## src/hw/ctrl_params.svh

```systemverilog
`ifndef CTRL_PARAMS_SVH
`define CTRL_PARAMS_SVH

`define CTRL_INSTR_W 32
`define CTRL_REG_W 5
`define CTRL_RA_REG 5'd31 // jal and jalr link through this register.

// ####################################################################
// instruction fields by their lowest bit
// ####################################################################

`define CTRL_OP_LSB 26
`define CTRL_RS_LSB 21
`define CTRL_RT_LSB 16
`define CTRL_RD_LSB 11
`define CTRL_SHAMT_LSB 6
`define CTRL_FUNCT_LSB 0

// ####################################################################
// opcodes
// ####################################################################

`define CTRL_OP_SPECIAL 6'b000000
`define CTRL_OP_REGIMM 6'b000001
`define CTRL_OP_J 6'b000010
`define CTRL_OP_JAL 6'b000011
`define CTRL_OP_BEQ 6'b000100
`define CTRL_OP_BNE 6'b000101
`define CTRL_OP_BLEZ 6'b000110
`define CTRL_OP_BGTZ 6'b000111
`define CTRL_OP_ADDI 6'b001000
`define CTRL_OP_ADDIU 6'b001001
`define CTRL_OP_SLTI 6'b001010
`define CTRL_OP_SLTIU 6'b001011
`define CTRL_OP_ANDI 6'b001100
`define CTRL_OP_ORI 6'b001101
`define CTRL_OP_XORI 6'b001110
`define CTRL_OP_LUI 6'b001111
`define CTRL_OP_LB 6'b100000
`define CTRL_OP_LH 6'b100001
`define CTRL_OP_LW 6'b100011
`define CTRL_OP_LBU 6'b100100
`define CTRL_OP_LHU 6'b100101
`define CTRL_OP_SB 6'b101000
`define CTRL_OP_SH 6'b101001
`define CTRL_OP_SW 6'b101011

// the rt field selects the branch under REGIMM.
`define CTRL_RT_BLTZ 5'b00000
`define CTRL_RT_BGEZ 5'b00001

// ####################################################################
// funct codes under SPECIAL
// ####################################################################

`define CTRL_FN_SLL 6'b000000
`define CTRL_FN_SRL 6'b000010
`define CTRL_FN_SRA 6'b000011
`define CTRL_FN_SLLV 6'b000100
`define CTRL_FN_SRLV 6'b000110
`define CTRL_FN_SRAV 6'b000111
`define CTRL_FN_JR 6'b001000
`define CTRL_FN_JALR 6'b001001
`define CTRL_FN_ADD 6'b100000
`define CTRL_FN_ADDU 6'b100001
`define CTRL_FN_SUB 6'b100010
`define CTRL_FN_SUBU 6'b100011
`define CTRL_FN_AND 6'b100100
`define CTRL_FN_OR 6'b100101
`define CTRL_FN_XOR 6'b100110
`define CTRL_FN_NOR 6'b100111
`define CTRL_FN_SLT 6'b101010
`define CTRL_FN_SLTU 6'b101011

`endif

```

## src/hw/ctrl_pkg.sv

```systemverilog
`default_nettype none

`include "ctrl_params.svh"

package ctrl_pkg;

	typedef logic [`CTRL_INSTR_W-1:0] instr_t;
	typedef logic [`CTRL_REG_W-1:0] reg_addr_t; // register 0 stands for no register.
	typedef logic [1:0] timing_t;

	localparam timing_t t_never = 2'd3; // the operand is never used.

	// the order matters, since the decoder groups kinds by range.
	typedef enum logic [5:0] {
		kind_addu, kind_subu, kind_add, kind_sub, kind_sll, kind_srl,
		kind_sra, kind_and, kind_or, kind_nor, kind_xor, kind_slt,
		kind_sltu, kind_sllv, kind_srlv, kind_srav,
		kind_lui, kind_ori, kind_addi, kind_addiu, kind_andi, kind_xori,
		kind_slti, kind_sltiu,
		kind_lw, kind_lh, kind_lhu, kind_lb, kind_lbu,
		kind_sw, kind_sh, kind_sb,
		kind_beq, kind_bne, kind_blez, kind_bgez, kind_bltz, kind_bgtz,
		kind_j, kind_jal,
		kind_jr, kind_jalr,
		kind_unknown
	} instr_kind_t;

	typedef enum logic [2:0] {
		cls_none, cls_cal_r, cls_cal_i, cls_load, cls_store, cls_branch,
		cls_jump_i, cls_jump_r
	} dp_class_t;

	typedef enum logic [2:0] {
		fwd_orig, fwd_e_npc, fwd_m_npc, fwd_m_alu, fwd_w_rf
	} fwd_src_t;

	typedef enum logic [3:0] {
		npc_seq, npc_eq, npc_ne, npc_lez, npc_gez, npc_ltz, npc_gtz, npc_j, npc_reg
	} npc_mode_t;

	typedef enum logic [1:0] {
		ext_signed, ext_unsigned, ext_upper
	} ext_mode_t;

	typedef enum logic [3:0] {
		alu_add, alu_sub, alu_and, alu_or, alu_nor, alu_xor, alu_slt,
		alu_sltu, alu_sll, alu_srl, alu_sra, alu_sllv, alu_srlv, alu_srav
	} alu_op_t;

	typedef enum logic [2:0] {
		dm_none, dm_w, dm_h, dm_hu, dm_b, dm_bu
	} dm_mode_t;

	typedef enum logic [1:0] {
		rd_none, rd_alu, rd_mem, rd_link
	} regdata_sel_t;

endpackage

`default_nettype wire

```

## src/hw/instr_decoder.sv

```systemverilog
`default_nettype none

`include "ctrl_params.svh"

module instr_decoder (
	input wire ctrl_pkg::instr_t instr,
	output ctrl_pkg::instr_kind_t kind,
	output ctrl_pkg::dp_class_t dp_class,
	output ctrl_pkg::reg_addr_t reg1,
	output ctrl_pkg::reg_addr_t reg2,
	output ctrl_pkg::reg_addr_t regw,
	output ctrl_pkg::timing_t t_use1,
	output ctrl_pkg::timing_t t_use2
);

	logic [5:0] op;
	logic [5:0] funct;
	ctrl_pkg::reg_addr_t rs;
	ctrl_pkg::reg_addr_t rt;
	ctrl_pkg::reg_addr_t rd;
	logic rs_zero;
	logic rt_zero;
	logic rd_zero;
	logic shamt_zero;

	assign op = instr[`CTRL_OP_LSB +: 6];
	assign funct = instr[`CTRL_FUNCT_LSB +: 6];
	assign rs = instr[`CTRL_RS_LSB +: `CTRL_REG_W];
	assign rt = instr[`CTRL_RT_LSB +: `CTRL_REG_W];
	assign rd = instr[`CTRL_RD_LSB +: `CTRL_REG_W];
	assign rs_zero = (rs == '0);
	assign rt_zero = (rt == '0);
	assign rd_zero = (rd == '0);
	assign shamt_zero = (instr[`CTRL_SHAMT_LSB +: 5] == 5'd0);

	// ####################################################################
	// instruction kind
	// ####################################################################

	always_comb begin
		kind = ctrl_pkg::kind_unknown;
		case (op)
			`CTRL_OP_SPECIAL: begin
				case (funct)
					`CTRL_FN_ADDU: if (shamt_zero) kind = ctrl_pkg::kind_addu;
					`CTRL_FN_SUBU: if (shamt_zero) kind = ctrl_pkg::kind_subu;
					`CTRL_FN_ADD: if (shamt_zero) kind = ctrl_pkg::kind_add;
					`CTRL_FN_SUB: if (shamt_zero) kind = ctrl_pkg::kind_sub;
					`CTRL_FN_SLL: if (rs_zero) kind = ctrl_pkg::kind_sll; // the nop lands here.
					`CTRL_FN_SRL: if (rs_zero) kind = ctrl_pkg::kind_srl;
					`CTRL_FN_SRA: if (rs_zero) kind = ctrl_pkg::kind_sra;
					`CTRL_FN_AND: if (shamt_zero) kind = ctrl_pkg::kind_and;
					`CTRL_FN_OR: if (shamt_zero) kind = ctrl_pkg::kind_or;
					`CTRL_FN_NOR: if (shamt_zero) kind = ctrl_pkg::kind_nor;
					`CTRL_FN_XOR: if (shamt_zero) kind = ctrl_pkg::kind_xor;
					`CTRL_FN_SLT: if (shamt_zero) kind = ctrl_pkg::kind_slt;
					`CTRL_FN_SLTU: if (shamt_zero) kind = ctrl_pkg::kind_sltu;
					`CTRL_FN_SLLV: if (shamt_zero) kind = ctrl_pkg::kind_sllv;
					`CTRL_FN_SRLV: if (shamt_zero) kind = ctrl_pkg::kind_srlv;
					`CTRL_FN_SRAV: if (shamt_zero) kind = ctrl_pkg::kind_srav;
					`CTRL_FN_JR: if (rt_zero && rd_zero) kind = ctrl_pkg::kind_jr;
					`CTRL_FN_JALR: if (rt_zero) kind = ctrl_pkg::kind_jalr;
					default: ;
				endcase
			end
			`CTRL_OP_REGIMM: begin
				if (rt == `CTRL_RT_BGEZ)
					kind = ctrl_pkg::kind_bgez;
				else if (rt == `CTRL_RT_BLTZ)
					kind = ctrl_pkg::kind_bltz;
			end
			`CTRL_OP_LUI: if (rs_zero) kind = ctrl_pkg::kind_lui;
			`CTRL_OP_ORI: kind = ctrl_pkg::kind_ori;
			`CTRL_OP_ADDI: kind = ctrl_pkg::kind_addi;
			`CTRL_OP_ADDIU: kind = ctrl_pkg::kind_addiu;
			`CTRL_OP_ANDI: kind = ctrl_pkg::kind_andi;
			`CTRL_OP_XORI: kind = ctrl_pkg::kind_xori;
			`CTRL_OP_SLTI: kind = ctrl_pkg::kind_slti;
			`CTRL_OP_SLTIU: kind = ctrl_pkg::kind_sltiu;
			`CTRL_OP_LW: kind = ctrl_pkg::kind_lw;
			`CTRL_OP_LH: kind = ctrl_pkg::kind_lh;
			`CTRL_OP_LHU: kind = ctrl_pkg::kind_lhu;
			`CTRL_OP_LB: kind = ctrl_pkg::kind_lb;
			`CTRL_OP_LBU: kind = ctrl_pkg::kind_lbu;
			`CTRL_OP_SW: kind = ctrl_pkg::kind_sw;
			`CTRL_OP_SH: kind = ctrl_pkg::kind_sh;
			`CTRL_OP_SB: kind = ctrl_pkg::kind_sb;
			`CTRL_OP_BEQ: kind = ctrl_pkg::kind_beq;
			`CTRL_OP_BNE: kind = ctrl_pkg::kind_bne;
			`CTRL_OP_BLEZ: kind = ctrl_pkg::kind_blez;
			`CTRL_OP_BGTZ: if (rt_zero) kind = ctrl_pkg::kind_bgtz;
			`CTRL_OP_J: kind = ctrl_pkg::kind_j;
			`CTRL_OP_JAL: kind = ctrl_pkg::kind_jal;
			default: ;
		endcase
	end

	always_comb begin
		if (kind inside {[ctrl_pkg::kind_addu:ctrl_pkg::kind_srav]})
			dp_class = ctrl_pkg::cls_cal_r;
		else if (kind inside {[ctrl_pkg::kind_lui:ctrl_pkg::kind_sltiu]})
			dp_class = ctrl_pkg::cls_cal_i;
		else if (kind inside {[ctrl_pkg::kind_lw:ctrl_pkg::kind_lbu]})
			dp_class = ctrl_pkg::cls_load;
		else if (kind inside {[ctrl_pkg::kind_sw:ctrl_pkg::kind_sb]})
			dp_class = ctrl_pkg::cls_store;
		else if (kind inside {[ctrl_pkg::kind_beq:ctrl_pkg::kind_bgtz]})
			dp_class = ctrl_pkg::cls_branch;
		else if (kind inside {ctrl_pkg::kind_j, ctrl_pkg::kind_jal})
			dp_class = ctrl_pkg::cls_jump_i;
		else if (kind inside {ctrl_pkg::kind_jr, ctrl_pkg::kind_jalr})
			dp_class = ctrl_pkg::cls_jump_r;
		else
			dp_class = ctrl_pkg::cls_none;
	end

	// ####################################################################
	// register use and use times
	// ####################################################################

	always_comb begin
		reg1 = '0;
		reg2 = '0;
		regw = '0;
		t_use1 = ctrl_pkg::t_never;
		t_use2 = ctrl_pkg::t_never;
		case (dp_class)
			ctrl_pkg::cls_cal_r: begin
				reg1 = rs;
				reg2 = rt;
				regw = rd;
				t_use1 = 2'd1;
				t_use2 = 2'd1;
			end
			ctrl_pkg::cls_cal_i, ctrl_pkg::cls_load: begin
				reg1 = rs;
				regw = rt;
				t_use1 = 2'd1;
			end
			ctrl_pkg::cls_store: begin
				reg1 = rs;
				reg2 = rt;
				t_use1 = 2'd1;
				t_use2 = 2'd2; // store data is only needed in M.
			end
			ctrl_pkg::cls_branch: begin
				reg1 = rs;
				t_use1 = 2'd0; // branches compare in D.
				t_use2 = 2'd0;
				if (kind inside {ctrl_pkg::kind_beq, ctrl_pkg::kind_bne})
					reg2 = rt;
			end
			ctrl_pkg::cls_jump_i: begin
				if (kind == ctrl_pkg::kind_jal)
					regw = `CTRL_RA_REG;
			end
			ctrl_pkg::cls_jump_r: begin
				reg1 = rs;
				t_use1 = 2'd0;
				if (kind == ctrl_pkg::kind_jalr)
					regw = rd;
			end
			default: ;
		endcase
	end

endmodule

`default_nettype wire

```

## src/hw/stage_tracker.sv

```systemverilog
`default_nettype none

module stage_tracker (
	input wire logic clk,
	input wire logic rst_n,
	input wire logic stall,
	input wire ctrl_pkg::instr_kind_t d_kind,
	input wire ctrl_pkg::dp_class_t d_class,
	input wire ctrl_pkg::reg_addr_t d_reg1,
	input wire ctrl_pkg::reg_addr_t d_reg2,
	input wire ctrl_pkg::reg_addr_t d_regw,
	output ctrl_pkg::instr_kind_t e_kind,
	output ctrl_pkg::dp_class_t e_class,
	output ctrl_pkg::reg_addr_t e_reg1,
	output ctrl_pkg::reg_addr_t e_reg2,
	output ctrl_pkg::reg_addr_t e_regw,
	output ctrl_pkg::instr_kind_t m_kind,
	output ctrl_pkg::dp_class_t m_class,
	output ctrl_pkg::reg_addr_t m_reg2,
	output ctrl_pkg::reg_addr_t m_regw,
	output ctrl_pkg::dp_class_t w_class,
	output ctrl_pkg::reg_addr_t w_regw,
	output ctrl_pkg::timing_t e_t_new,
	output ctrl_pkg::timing_t m_t_new
);

	always_ff @(posedge clk) begin
		if (!rst_n) begin
			e_kind <= ctrl_pkg::kind_unknown;
			e_class <= ctrl_pkg::cls_none;
			e_reg1 <= '0;
			e_reg2 <= '0;
			e_regw <= '0;
			m_kind <= ctrl_pkg::kind_unknown;
			m_class <= ctrl_pkg::cls_none;
			m_reg2 <= '0;
			m_regw <= '0;
			w_class <= ctrl_pkg::cls_none;
			w_regw <= '0;
		end else begin
			if (stall) begin // a bubble enters E while D holds.
				e_kind <= ctrl_pkg::kind_unknown;
				e_class <= ctrl_pkg::cls_none;
				e_reg1 <= '0;
				e_reg2 <= '0;
				e_regw <= '0;
			end else begin
				e_kind <= d_kind;
				e_class <= d_class;
				e_reg1 <= d_reg1;
				e_reg2 <= d_reg2;
				e_regw <= d_regw;
			end
			m_kind <= e_kind;
			m_class <= e_class;
			m_reg2 <= e_reg2;
			m_regw <= e_regw;
			w_class <= m_class;
			w_regw <= m_regw;
		end
	end

	// cycles until the result of each stage can be forwarded.
	always_comb begin
		case (e_class)
			ctrl_pkg::cls_load: e_t_new = 2'd2;
			ctrl_pkg::cls_cal_r, ctrl_pkg::cls_cal_i: e_t_new = 2'd1;
			default: e_t_new = 2'd0;
		endcase
	end

	assign m_t_new = (m_class == ctrl_pkg::cls_load) ? 2'd1 : 2'd0;

endmodule

`default_nettype wire

```

## src/hw/hazard_unit.sv

```systemverilog
`default_nettype none

module hazard_unit (
	input wire ctrl_pkg::reg_addr_t d_reg1,
	input wire ctrl_pkg::reg_addr_t d_reg2,
	input wire ctrl_pkg::timing_t d_t_use1,
	input wire ctrl_pkg::timing_t d_t_use2,
	input wire ctrl_pkg::reg_addr_t e_reg1,
	input wire ctrl_pkg::reg_addr_t e_reg2,
	input wire ctrl_pkg::reg_addr_t e_regw,
	input wire ctrl_pkg::dp_class_t e_class,
	input wire ctrl_pkg::timing_t e_t_new,
	input wire ctrl_pkg::reg_addr_t m_reg2,
	input wire ctrl_pkg::reg_addr_t m_regw,
	input wire ctrl_pkg::dp_class_t m_class,
	input wire ctrl_pkg::timing_t m_t_new,
	input wire ctrl_pkg::reg_addr_t w_regw,
	output logic stall,
	output logic pc_enable,
	output logic d_enable,
	output logic e_flush,
	output ctrl_pkg::fwd_src_t fwd_d1,
	output ctrl_pkg::fwd_src_t fwd_d2,
	output ctrl_pkg::fwd_src_t fwd_e1,
	output ctrl_pkg::fwd_src_t fwd_e2,
	output ctrl_pkg::fwd_src_t fwd_m
);

	logic e_jump;
	logic m_jump;
	logic m_alu;

	assign e_jump = e_class inside {ctrl_pkg::cls_jump_i, ctrl_pkg::cls_jump_r};
	assign m_jump = m_class inside {ctrl_pkg::cls_jump_i, ctrl_pkg::cls_jump_r};
	assign m_alu = m_class inside {ctrl_pkg::cls_cal_r, ctrl_pkg::cls_cal_i};

	function automatic logic hit(input ctrl_pkg::reg_addr_t src,
			input ctrl_pkg::reg_addr_t dst);
		return (src == dst) && (src != '0);
	endfunction

	// only D may take the link address straight from E.
	function automatic ctrl_pkg::fwd_src_t pick(input ctrl_pkg::reg_addr_t src,
			input logic from_e);
		if (from_e && e_jump && hit(src, e_regw))
			return ctrl_pkg::fwd_e_npc;
		if (m_jump && hit(src, m_regw))
			return ctrl_pkg::fwd_m_npc;
		if (m_alu && hit(src, m_regw))
			return ctrl_pkg::fwd_m_alu;
		if (hit(src, w_regw))
			return ctrl_pkg::fwd_w_rf;
		return ctrl_pkg::fwd_orig;
	endfunction

	// ####################################################################
	// stall when a value is needed before any stage can supply it
	// ####################################################################

	assign stall = (hit(d_reg1, e_regw) && (d_t_use1 < e_t_new))
		|| (hit(d_reg1, m_regw) && (d_t_use1 < m_t_new))
		|| (hit(d_reg2, e_regw) && (d_t_use2 < e_t_new))
		|| (hit(d_reg2, m_regw) && (d_t_use2 < m_t_new));

	assign pc_enable = ~stall;
	assign d_enable = ~stall;
	assign e_flush = stall;

	always_comb begin
		fwd_d1 = pick(d_reg1, 1'b1);
		fwd_d2 = pick(d_reg2, 1'b1);
		fwd_e1 = pick(e_reg1, 1'b0);
		fwd_e2 = pick(e_reg2, 1'b0);
		fwd_m = hit(m_reg2, w_regw) ? ctrl_pkg::fwd_w_rf : ctrl_pkg::fwd_orig;
	end

endmodule

`default_nettype wire

```

## src/hw/stage_control.sv

```systemverilog
`default_nettype none

module stage_control (
	input wire ctrl_pkg::instr_kind_t d_kind,
	input wire ctrl_pkg::dp_class_t d_class,
	input wire ctrl_pkg::reg_addr_t d_reg1,
	input wire ctrl_pkg::reg_addr_t d_reg2,
	input wire ctrl_pkg::instr_kind_t e_kind,
	input wire ctrl_pkg::dp_class_t e_class,
	input wire ctrl_pkg::instr_kind_t m_kind,
	input wire ctrl_pkg::dp_class_t m_class,
	input wire ctrl_pkg::dp_class_t w_class,
	input wire ctrl_pkg::reg_addr_t w_regw,
	output ctrl_pkg::npc_mode_t npc_mode,
	output ctrl_pkg::ext_mode_t ext_mode,
	output ctrl_pkg::reg_addr_t rf_read_addr1,
	output ctrl_pkg::reg_addr_t rf_read_addr2,
	output logic alu_src,
	output ctrl_pkg::alu_op_t alu_op,
	output logic dm_write_enable,
	output ctrl_pkg::dm_mode_t dm_mode,
	output logic rf_write_enable,
	output ctrl_pkg::regdata_sel_t regdata_sel,
	output ctrl_pkg::reg_addr_t rf_write_addr
);

	// ####################################################################
	// D stage
	// ####################################################################

	always_comb begin
		case (d_class)
			ctrl_pkg::cls_branch: begin
				case (d_kind)
					ctrl_pkg::kind_beq: npc_mode = ctrl_pkg::npc_eq;
					ctrl_pkg::kind_bne: npc_mode = ctrl_pkg::npc_ne;
					ctrl_pkg::kind_blez: npc_mode = ctrl_pkg::npc_lez;
					ctrl_pkg::kind_bgez: npc_mode = ctrl_pkg::npc_gez;
					ctrl_pkg::kind_bltz: npc_mode = ctrl_pkg::npc_ltz;
					ctrl_pkg::kind_bgtz: npc_mode = ctrl_pkg::npc_gtz;
					default: npc_mode = ctrl_pkg::npc_seq;
				endcase
			end
			ctrl_pkg::cls_jump_i: npc_mode = ctrl_pkg::npc_j;
			ctrl_pkg::cls_jump_r: npc_mode = ctrl_pkg::npc_reg;
			default: npc_mode = ctrl_pkg::npc_seq;
		endcase
	end

	always_comb begin
		ext_mode = ctrl_pkg::ext_signed; // address offsets are signed too.
		if (d_class == ctrl_pkg::cls_cal_i) begin
			case (d_kind)
				ctrl_pkg::kind_lui: ext_mode = ctrl_pkg::ext_upper;
				ctrl_pkg::kind_ori, ctrl_pkg::kind_andi, ctrl_pkg::kind_xori:
					ext_mode = ctrl_pkg::ext_unsigned;
				default: ;
			endcase
		end
	end

	assign rf_read_addr1 = d_reg1;
	assign rf_read_addr2 = d_reg2;

	// ####################################################################
	// E stage
	// ####################################################################

	assign alu_src = e_class inside {ctrl_pkg::cls_cal_i, ctrl_pkg::cls_load, ctrl_pkg::cls_store};

	always_comb begin
		case (e_kind)
			ctrl_pkg::kind_addu, ctrl_pkg::kind_add, ctrl_pkg::kind_addi, ctrl_pkg::kind_addiu,
			ctrl_pkg::kind_lw, ctrl_pkg::kind_lh, ctrl_pkg::kind_lhu, ctrl_pkg::kind_lb,
			ctrl_pkg::kind_lbu, ctrl_pkg::kind_sw, ctrl_pkg::kind_sh, ctrl_pkg::kind_sb:
				alu_op = ctrl_pkg::alu_add;
			ctrl_pkg::kind_subu, ctrl_pkg::kind_sub: alu_op = ctrl_pkg::alu_sub;
			ctrl_pkg::kind_and, ctrl_pkg::kind_andi: alu_op = ctrl_pkg::alu_and;
			ctrl_pkg::kind_nor: alu_op = ctrl_pkg::alu_nor;
			ctrl_pkg::kind_xor, ctrl_pkg::kind_xori: alu_op = ctrl_pkg::alu_xor;
			ctrl_pkg::kind_slt, ctrl_pkg::kind_slti: alu_op = ctrl_pkg::alu_slt;
			ctrl_pkg::kind_sltu, ctrl_pkg::kind_sltiu: alu_op = ctrl_pkg::alu_sltu;
			ctrl_pkg::kind_sll: alu_op = ctrl_pkg::alu_sll;
			ctrl_pkg::kind_srl: alu_op = ctrl_pkg::alu_srl;
			ctrl_pkg::kind_sra: alu_op = ctrl_pkg::alu_sra;
			ctrl_pkg::kind_sllv: alu_op = ctrl_pkg::alu_sllv;
			ctrl_pkg::kind_srlv: alu_op = ctrl_pkg::alu_srlv;
			ctrl_pkg::kind_srav: alu_op = ctrl_pkg::alu_srav;
			default: alu_op = ctrl_pkg::alu_or; // or, ori and lui, whose immediate is pre-shifted.
		endcase
	end

	// ####################################################################
	// M and W stages
	// ####################################################################

	assign dm_write_enable = (m_class == ctrl_pkg::cls_store);

	always_comb begin
		case (m_kind)
			ctrl_pkg::kind_lw, ctrl_pkg::kind_sw: dm_mode = ctrl_pkg::dm_w;
			ctrl_pkg::kind_lh, ctrl_pkg::kind_sh: dm_mode = ctrl_pkg::dm_h;
			ctrl_pkg::kind_lhu: dm_mode = ctrl_pkg::dm_hu;
			ctrl_pkg::kind_lb, ctrl_pkg::kind_sb: dm_mode = ctrl_pkg::dm_b;
			ctrl_pkg::kind_lbu: dm_mode = ctrl_pkg::dm_bu;
			default: dm_mode = ctrl_pkg::dm_none;
		endcase
	end

	always_comb begin
		case (w_class)
			ctrl_pkg::cls_cal_r, ctrl_pkg::cls_cal_i: regdata_sel = ctrl_pkg::rd_alu;
			ctrl_pkg::cls_load: regdata_sel = ctrl_pkg::rd_mem;
			ctrl_pkg::cls_jump_i, ctrl_pkg::cls_jump_r: regdata_sel = ctrl_pkg::rd_link;
			default: regdata_sel = ctrl_pkg::rd_none;
		endcase
	end

	// register 0 is never written.
	assign rf_write_enable = (regdata_sel != ctrl_pkg::rd_none) && (w_regw != '0);
	assign rf_write_addr = w_regw;

endmodule

`default_nettype wire

```

## src/hw/pipeline_control.sv

```systemverilog
`default_nettype none

module pipeline_control (
	input wire logic clk,
	input wire logic rst_n,
	input wire ctrl_pkg::instr_t d_instr,
	output logic pc_enable,
	output logic d_enable,
	output logic e_flush,
	output ctrl_pkg::npc_mode_t npc_mode,
	output ctrl_pkg::ext_mode_t ext_mode,
	output ctrl_pkg::reg_addr_t rf_read_addr1,
	output ctrl_pkg::reg_addr_t rf_read_addr2,
	output logic alu_src,
	output ctrl_pkg::alu_op_t alu_op,
	output logic dm_write_enable,
	output ctrl_pkg::dm_mode_t dm_mode,
	output logic rf_write_enable,
	output ctrl_pkg::regdata_sel_t regdata_sel,
	output ctrl_pkg::reg_addr_t rf_write_addr,
	output ctrl_pkg::fwd_src_t fwd_d1,
	output ctrl_pkg::fwd_src_t fwd_d2,
	output ctrl_pkg::fwd_src_t fwd_e1,
	output ctrl_pkg::fwd_src_t fwd_e2,
	output ctrl_pkg::fwd_src_t fwd_m
);

	ctrl_pkg::instr_kind_t d_kind, e_kind, m_kind;
	ctrl_pkg::dp_class_t d_class, e_class, m_class, w_class;
	ctrl_pkg::reg_addr_t d_reg1, d_reg2, d_regw;
	ctrl_pkg::reg_addr_t e_reg1, e_reg2, e_regw;
	ctrl_pkg::reg_addr_t m_reg2, m_regw, w_regw;
	ctrl_pkg::timing_t d_t_use1, d_t_use2, e_t_new, m_t_new;
	logic stall;

	instr_decoder u_decoder (
		.instr(d_instr),
		.kind(d_kind),
		.dp_class(d_class),
		.reg1(d_reg1),
		.reg2(d_reg2),
		.regw(d_regw),
		.t_use1(d_t_use1),
		.t_use2(d_t_use2)
	);

	// the remaining ports share their names with the wires above.
	stage_tracker u_tracker (.*);

	hazard_unit u_hazard (.*);

	stage_control u_control (.*);

endmodule

`default_nettype wire

```

## config.mk

```make
export PLATFORM = sky130hd
export DESIGN_NAME = pipeline_control
export DESIGN_NICKNAME = d
export VERILOG_FILES = /design/src/hw/ctrl_pkg.sv /design/src/hw/instr_decoder.sv /design/src/hw/stage_tracker.sv /design/src/hw/hazard_unit.sv /design/src/hw/stage_control.sv /design/src/hw/pipeline_control.sv
export VERILOG_INCLUDE_DIRS = /design/src /design/src/hw
export SDC_FILE = /design/constraint.sdc
export NUM_CORES = 1
export LEC_CHECK = 0
export BUFFER_PORTS_ARGS = -buffer_cell sky130_fd_sc_hd__clkbuf_2
export CORE_UTILIZATION = 43
export CTS_CLUSTER_DIAMETER = 40
export CTS_CLUSTER_SIZE = 28
export DETAILED_ROUTE_END_ITERATION = 8
export GPL_ROUTABILITY_DRIVEN = 0
export SKIP_LAST_GASP = 1
export SYNTH_ARGS = -nofsm -noshare
export SYNTH_HDL_FRONTEND = slang
export SYNTH_SLANG_ARGS = --single-unit
```

## constraint.sdc

```tcl
create_clock -name clk -period 7.48 [get_ports clk]
set_input_delay 1.496 -clock clk [delete_from_list [all_inputs] [get_ports clk]]
set_output_delay 1.496 -clock clk [all_outputs]
set_load 0.02 [all_outputs]
```

# Word level (Yosys, flattened, before mapping)
# Memories as Yosys holds them, arrays and structs flattened. A register that Yosys moved wholly into a read port is not among the register bits.
# Index checks and enable logic that the tools add are counted.
# totals
regBits,51
romBits,224
inputBits,34
out_inout_bits,51
elab_cells,295
n_memories,2
# classes
n_lt_le_gt_ge,14
n_eq_ne,90
mux,111
bitwise,2
n_reduce_logical,65
# mem_list
memory,depth,width,read_ports,rd_ports_with_merged_regs,wr,line,text
(name not given),32,4,1,1,0,stage_control.sv:72,case (e_kind)
(name not given),32,3,1,1,0,stage_control.sv:100,case (m_kind)
# op_table
cell,count
$eq 6x6->1 const B,28
$pmux 6 s24,1
$mux 3,37
$mux 6,18
$pmux 6 s18,1
$eq 6x4->1 const B,10
$eq 5x5->1,11
$eq 6x3->1 const B,7
$eq 3x3->1 const B,12
$mux 1,33
$logic_and 1x1->1,32
$mux 5,6
$reduce_bool 5->1,6
$eq 3x2->1 const B,8
$eq 6x2->1 const B,4
$eq 6x5->1 const B,4
$logic_not 5->1,4
$pmux 5 s4,1
$ge 6x5->1 const B,3
$le 6x5->1 const B,3
$pmux 3 s6,1
$reduce_bool 2->1,7
$reduce_or 2->1,7
$eq 3x1->1 const B,4
21 further kinds,34

# Logic depth before layout (Yosys ltp)
# Gate-level depths: netlist of the first run.
# depth
ltp_word,31
ltp_mapped,20
mapped_depth_nobuf,16

# Cells and area by module
# From an unflattened synthesis of the first run, not the netlist that was laid out.
# unflattened
hier_cells,523
hier_area_um2,4329.2
# by_module_without_submodules
module,n_inst,cells_each,area_each_um2,seq_area_each_um2
stage_tracker,1,115,1421.4,1021.0
instr_decoder,1,188,1281.2,0.0
hazard_unit,1,135,1036.0,0.0
stage_control,1,85,590.6,0.0

# Worst setup path after synthesis of the first run
# Ideal clock, no wire load.
# synth_timing
path_kind,input -> output
startpoint,input port d_instr[7]
endpoint,output port e_flush
t_arrival_ns,4.980
required_time_ns,5.984
setup_slack_ns,1.004
stages,14
path_buffers,2
cell_sequence,or3_1 clkbuf_1 o32a_1 a311o_1 a211oi_2 o21ai_2 o22ai_1 buf_2 ha_1 nor2_1 nand4_1 nor4_4 nor3_1 inv_1
# synth_via
elab_chain_len,22
word_cells_on_any_way,83
classes_between,14 x order compare; 16 x eq/ne; 27 x mux; 26 x reduce/logical
# synth_lines
element,line,text
"start, declared",pipeline_control.sv:6,"input wire ctrl_pkg::instr_t d_instr,"
$logic_not 5->1 *,instr_decoder.sv:34,assign shamt_zero = (instr[`CTRL_SHAMT_LSB +: 5] == 5'd0);
"$mux 6, or another cell as far along",instr_decoder.sv:60,`CTRL_FN_SRAV: if (shamt_zero) kind = ctrl_pkg::kind_srav;
$pmux 6 s18 *,instr_decoder.sv:44,case (funct)
$pmux 6 s24 *,instr_decoder.sv:42,case (op)
$eq 6x6->1,instr_decoder.sv:111,"else if (kind inside {ctrl_pkg::kind_jr, ctrl_pkg::kind_jalr})"
$reduce_bool 2->1,instr_decoder.sv:111,
$mux 3,instr_decoder.sv:111,
$mux 3,instr_decoder.sv:109,"else if (kind inside {ctrl_pkg::kind_j, ctrl_pkg::kind_jal})"
(+6 left out),--,
$reduce_or 6->1 (no source line),--,
$mux 5,instr_decoder.sv:127,case (dp_class)
$eq 5x5->1 / $reduce_bool 5->1 (equally long branches),hazard_unit.sv:39,return (src == dst) && (src != '0);
$logic_and 1x1->1,hazard_unit.sv:39,
$logic_and 1x1->1 (on tied branches),"hazard_unit.sv:60, hazard_unit.sv:61",
$logic_or 1x1->1,hazard_unit.sv:61,"|| (hit(d_reg1, m_regw) && (d_t_use1 < m_t_new))"
$logic_or 1x1->1,hazard_unit.sv:62,"|| (hit(d_reg2, e_regw) && (d_t_use2 < e_t_new))"
$logic_or 1x1->1 *,hazard_unit.sv:63,"|| (hit(d_reg2, m_regw) && (d_t_use2 < m_t_new));"
"end, declared",pipeline_control.sv:9,"output logic e_flush,"
# Mark *: on every way between the ends. The rest lies on a longest branch, timed or not.

# Worst setup path after layout of the first run
# layout_timing
startpoint,input port d_instr[28]
endpoint,output port e_flush
# layout_via
elab_chain_len,20
word_cells_on_any_way,92
classes_between,14 x order compare; 39 x eq/ne; 13 x mux; 26 x reduce/logical
# layout_lines
element,line,text
"$eq 6x2->1, or another cell as far along",instr_decoder.sv:42,
$pmux 6 s24 *,instr_decoder.sv:42,
$eq 6x6->1,instr_decoder.sv:111,
$reduce_bool 2->1,instr_decoder.sv:111,
$mux 3,instr_decoder.sv:111,
$mux 3,instr_decoder.sv:109,
$mux 3,instr_decoder.sv:107,else if (kind inside {[ctrl_pkg::kind_beq:ctrl_pkg::kind_bgtz]})
$mux 3,instr_decoder.sv:105,else if (kind inside {[ctrl_pkg::kind_sw:ctrl_pkg::kind_sb]})
(+4 left out),--,
$reduce_or 6->1 (no source line),--,
$mux 5,instr_decoder.sv:127,
$eq 5x5->1 / $reduce_bool 5->1 (equally long branches),hazard_unit.sv:39,
$logic_and 1x1->1,hazard_unit.sv:39,
$logic_and 1x1->1 (on tied branches),"hazard_unit.sv:60, hazard_unit.sv:61",
$logic_or 1x1->1,hazard_unit.sv:61,
$logic_or 1x1->1,hazard_unit.sv:62,
$logic_or 1x1->1 *,hazard_unit.sv:63,
# Marked as above.

==> results of run 1 <==
## final cells by class
cell class	instances	area, um2	area share
Timing Repair Buffer	87	447.9	0.09323
Inverter	15	56.30	0.01172
Multi-Input combinational cell	436	2987	0.6216
Clock buffer	7	86.33	0.01797
Sequential cell	53	1061	0.2208
Tap cell	133	166.4	0.03464
## cells in the mapped netlist, types with 9 or more instances
cell type and instances:
nand3_1 9, xnor2_1 29, nand2_1 30, nor2_1 61, nor2b_1 15, nor4_1 16
nand2b_1 15, dfxtp_1 53, o21ai_0 10, inv_1 14, a21oi_1 20, xor2_1 26
clkbuf_1 25, nor3_1 18, and2_1 29, buf_2 11, or4_1 11
## power groups by stage
stage	registers [mW]	logic, mW	clock network [mW]
after floorplan	0.314	0.178	0
after global routing	0.316	0.262	0.178
after global placement	0.320	0.232	0
after detailed placement	0.320	0.236	0
final	0.313	0.237	0.160
after CTS	0.313	0.237	0.167
## layout by cell type, fill, tap and decap left out, types with 7 or more instances in the layout
| cell | count |
|---|---|
| nor2b_1 | 15 |
| ha_1 | 7 |
| nor3_1 | 18 |
| and2_1 | 29 |
| a21oi_1 | 20 |
| xnor2_1 | 29 |
| o21ai_0 | 10 |
| xor2_1 | 26 |
| nand2_1 | 30 |
| nand3_1 | 9 |
| nand2b_1 | 15 |
| dfxtp_1 | 53 |
| nor4_1 | 16 |
| inv_1 | 14 |
| or4_1 | 11 |
| clkbuf_2 | 82 |
| nor2_1 | 61 |
## metrics by stage
step                total power [mW]  cell area [um2]  utilization  hold slack (ns)
finish                        0.7103             4805       0.4938           0.4336
global route                  0.7557             4805       0.4938           0.4560
global placement              0.5516             4718       0.4850           0.4211
detailed placement            0.5558             4718       0.4850           0.4243
CTS                           0.7172             4805       0.4938           0.4382
floorplan                     0.4926             4305            -           0.4037
## cells by family (layout without fill, tap and decap cells)
| family | after synthesis | count (layout) | share of synthesized area |
|---|---|---|---|
| adders and majority gates | 7 | 7 | 0.02036 |
| other | 1 | 2 | 0.0008718 |
| xor gates and xnor gates | 55 | 55 | 0.1120 |
| and+or+nand+nor | 249 | 249 | 0.3330 |
| buffers and inverters | 59 | 109 | 0.05992 |
| DFF | 53 | 53 | 0.2467 |
| AOI/OAI and AO/OA | 119 | 119 | 0.2164 |
| muxes | 4 | 4 | 0.01076 |
## routing by layer
layer | GRT usage | share of wire | up-vias
li1 | - | - | 2069
met1 | 0.2955 | 0.45 | 1939
met2 | 0.3939 | 0.48 | 151
met3 | 0.02736 | 0.048 | 18
met4 | 0.07582 | 0.020 | 0
met5 | 0 | 0 | -
## path summary, 6_finish.rpt
path / to / slack (ns) / cells past startpoint
setup reg to reg: flop / 4.43 / 11
hold reg to reg: flop / 0.43 / 1
hold / removal: flop / 0.43 / 1
setup / recovery: e_flush / 0.71 / 13
## worst max-delay path, cell delays in order
cell and delay (ns):
clkbuf_2 0.20, or4_4 0.62, nor3_2 0.37, a311o_1 0.31, a211o_1 0.38, o21ai_0 0.15, o22ai_1 0.52, ha_1 0.34
o41a_1 0.13, nor4_4 0.38, nor3_1 0.15, inv_1 0.08, clkbuf_2 0.16
==> metrics, run 1 <==
outcome=complete, no violations; Post-Synthesis Cell Area=4302 um2; top-level I/O count=85; Initial Util=0.4421; H-tree levels=2; clk root buf=clkbuf_8; Logic pwr share=0.334; Total GRT Usage=0.2286; Reg-to-Reg Start=u_tracker.m_regw[2]; Seq/Total Area, Yosys=0.2467; post-CTS setup buffers=0; setup_tns=0 ns; ys flop type=dfxtp_1; synth top area cells=dfxtp_1 (25%), xnor2_1 (5.9%), nor2_1 (5.3%); Area growth syn-to-layout=11.69%; switching part of the total=0.3507; pre-CTS WS=approximately 0.77 ns; number of synthesized flops with an enable pin=0; net load switching power=roughly 0.25 mW; Slew Limit Headroom=0.4633; RSZ-0062 raised after global routing=false; fin. max-slew vios=0; Cell Count, Final, Fillers Out=about 730; placed cell count=724; DRT Pass-1 Iters=5; vias in the first global route=about 3700; Nets=approximately 640; CP arrival=~5.3 ns; CTS tree=built; WS Path Type=input pin to output pin; part of the power in registers=0.441; Leak Pwr=a little under 2 nW; DP Wirelength=roughly 9 mm; gr ovfl total=0; DRT antenna net count=0; hold_sp=u_tracker.e_kind[1]; # port buffers=between 80 and 90; ant diodes=0; Final min period=~6.8 ns; worst vdd ir=between 0.07 and 0.08 mV; antenna violations before repair=0; worst setup margin=about 0.7 ns; max-cap viol count=0; Yosys cell types=84; cells after synthesis=547; syn avg cell area=7.864 um2; number of setup violations in the final report=0; drt total wl=roughly 12 mm; core area=about 9700 um2; Clock transition at path regs=about 0.080 ns; pin count of the biggest net entering global routing=27; clock share of power=0.225; Vias=about 4200; final hold vios=0; first-pass GRT wire length=between 15 and 20 mm; final worst-path cycle share=0.9052; critical path launch point type=input pin; fmax=0.1477 GHz; HP Class=flop to flop; FFs w/ async S/R, synth=0; Die ar.=10410 um2; drt first-iter violations=336; via/cell ratio=approximately 5.7; Yosys top cell area share=0.2467; num rows=36; clk_skew=about 0.0026 ns; Ys Warns=0; routed length per instance=between 15 and 20 um; clk sinks=53; share of cells above drive strength 1=0.2107; drt drc=0; Required @ worst endpoint=5.98 ns; area leader, netlist=dfxtp_1; Critical Path Fanout Max=16; cts repair resizes=0; CP Launch Point=d_instr[28]; CTS Buf Count=5; Power Dens Cells=147.8 nW/um2; CP Capture Type=output pin; worst skew pair latency=roughly 0.30 ns; die width=just over 100 um; clk buf depth=2; cts hold-fix bufs=0; Internal=0.4612 mW; Fillers=just over 1000; Slew @ Worst Pin=about 0.8 ns; Die Height=102.0 um; synthesized flop and latch total=53
No activity file was read; power rests on OpenSTA's default activity.
==> inputs of run 2 (changes only) <==
--- a/config.mk
+++ b/config.mk
@@ -12,6 +12,8 @@
 export CTS_CLUSTER_SIZE = 28
 export DETAILED_ROUTE_END_ITERATION = 8
 export GPL_ROUTABILITY_DRIVEN = 0
+export REMOVE_ABC_BUFFERS = 1
+export SKIP_CTS_REPAIR_TIMING = 1
 export SKIP_LAST_GASP = 1
 export SYNTH_ARGS = -nofsm -noshare
 export SYNTH_HDL_FRONTEND = slang
==> run 2 against run 1 <==
Effect of this change:
- clock power rose by 27%
- maximum frequency rose by 2.1%
- largest cell class unchanged
- via count rose by 0.36%
- worst setup slack improved by 0.14 ns
- critical endpoint unchanged
- sequential share of layout area fell by 0.12 points
- worst hold slack got worse by 0.015 ns
- sequential cell count did not move
- utilization rose by 0.27 points
- first-iteration DRC count fell by 27%
- clock skew rose by 0.0056 ns
- highest routed layer unchanged
==> metrics, run 2 (same netlist as run 1, synthesis figures left out) <==
ant diodes=0 (unchanged); final worst-path cycle share=0.8866 (-0.01866); via/cell ratio=5.735 (+0.36%); R2R Setup Slk=4.43 ns (about the same); Fillers=971 (-3.9%); fin util=0.4965 (+0.002701); net load switching power=0.2581 mW (+3.6%); Total GRT Usage=0.2315 (+0.002881); number of setup violations in the final report=0 (unchanged); setup_tns=0 ns (unchanged); Slew @ Worst Pin=0.8064 ns (+0.004252 ns); drt first-iter violations=245 (-27%); drt total wl=11.88 mm (+1.3%); DRT antenna net count=0 (unchanged); WS Path Type=input pin to output pin; worst skew pair latency=0.31 ns (about the same); Leak Pwr=1.950 nW (+0.40%); max-cap viol count=0 (unchanged); fmax=0.1508 GHz (+2.1%); core area=9729 um2 (unchanged); CTS Buf Count=5 (unchanged); vias in the first global route=3857 (+3.5%); Area growth syn-to-layout=12.30%; switching part of the total=0.3421 (-0.008626); worst vdd ir=0.09276 mV (+31%); CTS tree=built; RSZ-0062 raised after global routing=false; hold depth=1 (unchanged); critical path launch point type=input pin; routed length per instance=16.25 um (+1.3%); clk root buf=clkbuf_8; Required @ worst endpoint=5.98 ns (about the same); Nets=638 (-0.16%); Internal=0.4964 mW (+7.6%); die width=102.0 um (unchanged); clk buf depth=2 (unchanged); CP Capture Type=output pin; H-tree levels=2 (unchanged); clk_skew=0.008210 ns (+0.005591 ns); CP arrival=5.14 ns (-0.14 ns); Die Height=102.0 um (unchanged); hold_sp=u_tracker.e_kind[1]; most frequent cells in the layout=clkbuf_2 (82), nor2_1 (61), dfxtp_1 (53); drt drc=0 (unchanged); first-pass GRT wire length=18.98 mm (+2.0%); share of cells above drive strength 1=0.2124 (+0.001672); clk sinks=53 (unchanged); Clock transition at path regs=0.10 ns (+0.02 ns); outcome=complete, no violations; HP Class=flop to flop; Overall Power=0.7546 mW (+6.2%); Critical Path Fanout Max=16 (unchanged); gr ovfl total=0 (unchanged); DRT Pass-1 Iters=5 (unchanged); Reg-to-Reg Start=u_tracker.m_regw[2]; Hold Worst Slack=0.4185 ns (-0.01514 ns); pin count of the biggest net entering global routing=27 (unchanged); # port buffers=82 (unchanged); r2r worst-path depth=11 (unchanged); num rows=36 (unchanged); top-level I/O count=85 (unchanged); Initial Util=0.4421 (unchanged); Die ar.=10410 um2 (unchanged); clock share of power=0.269 (+0.044); Final min period=6.632 ns (-0.1396 ns); Logic pwr share=0.316 (-0.018); antenna violations before repair=0 (unchanged); commonest non-fill, non-tap cell in the layout=clkbuf_2; Vias=4192 (+0.36%); Slew Limit Headroom=0.4604 (-0.002845); fin. max-slew vios=0 (unchanged); final hold vios=0 (unchanged); Power Dens Cells=156.2 nW/um2 (+5.7%); part of the power in registers=0.415 (-0.026); DP Wirelength=9.103 mm (+1.1%)
==> run 2: metal layers <==
metal | GRT usage | up-vias | part of all wire
met5 | 0 | - | 0
met4 | 0.07033 | 0 | 0.020
met3 | 0.02257 | 22 | 0.044
met2 | 0.4089 | 129 | 0.49
met1 | 0.2969 | 1969 | 0.45
li1 | - | 2072 | -
==> run 2: how the worst max path moves through the flow <==
| stage | slack [ns] | cells past startpoint | end | startpoint |
|---|---|---|---|---|
| after floorplan | 0.13 | 12 | e_flush | d_instr[28] |
| after global placement | 0.92 | 12 | e_flush | d_instr[20] |
| after detailed placement | 0.86 | 11 | pc_enable | d_instr[26] |
| after CTS | 0.85 | 11 | pc_enable | d_instr[28] |
| after global routing | 0.60 | 12 | e_flush | d_instr[28] |
| final | 0.85 | 12 | e_flush | d_instr[28] |
==> run 2: critical path, cell delays in order <==
cell	delay, ns
clkbuf_2	0.21
or4_4	0.64
or4_1	0.46
a41oi_1	0.37
a2111o_1	0.23
or4_1	0.25
a22oi_1	0.25
o41a_1	0.47
nor4_4	0.36
nor3_1	0.16
inv_1	0.08
clkbuf_2	0.16
==> run 2: cell type report <==
cell class | instances | area, um2 | share of cell area
inverters | 15 | 56.30 | 0.01166
flip-flops and latches | 53 | 1061 | 0.2196
well taps | 133 | 166.4 | 0.03445
multi-input cells | 436 | 2987 | 0.6182
repair buffers | 86 | 440.4 | 0.09117
clock buffers | 6 | 82.58 | 0.01709
clock inverters | 2 | 37.54 | 0.007770
==> run 2: per-stage QoR <==
stage          instance area (um2)  setup slack [ns]  std cells
3_3_place_gp                  4711            0.9236        723
2_1_floorplan                 4104            0.1347        504
3_5_place_dp                  4711            0.8610        723
6_report                      4831            0.8484        731
4_1_cts                       4831            0.8453        731
5_1_grt                       4831            0.6048        731
==> run 2: power by group through the flow <==
stage / clock network [mW] / registers [mW] / logic, mW
global route: 0.220 / 0.316 / 0.262
global placement: 0 / 0.320 / 0.232
floorplan: 0 / 0.316 / 0.158
CTS: 0.207 / 0.314 / 0.237
finish: 0.203 / 0.313 / 0.238
detailed placement: 0 / 0.320 / 0.236
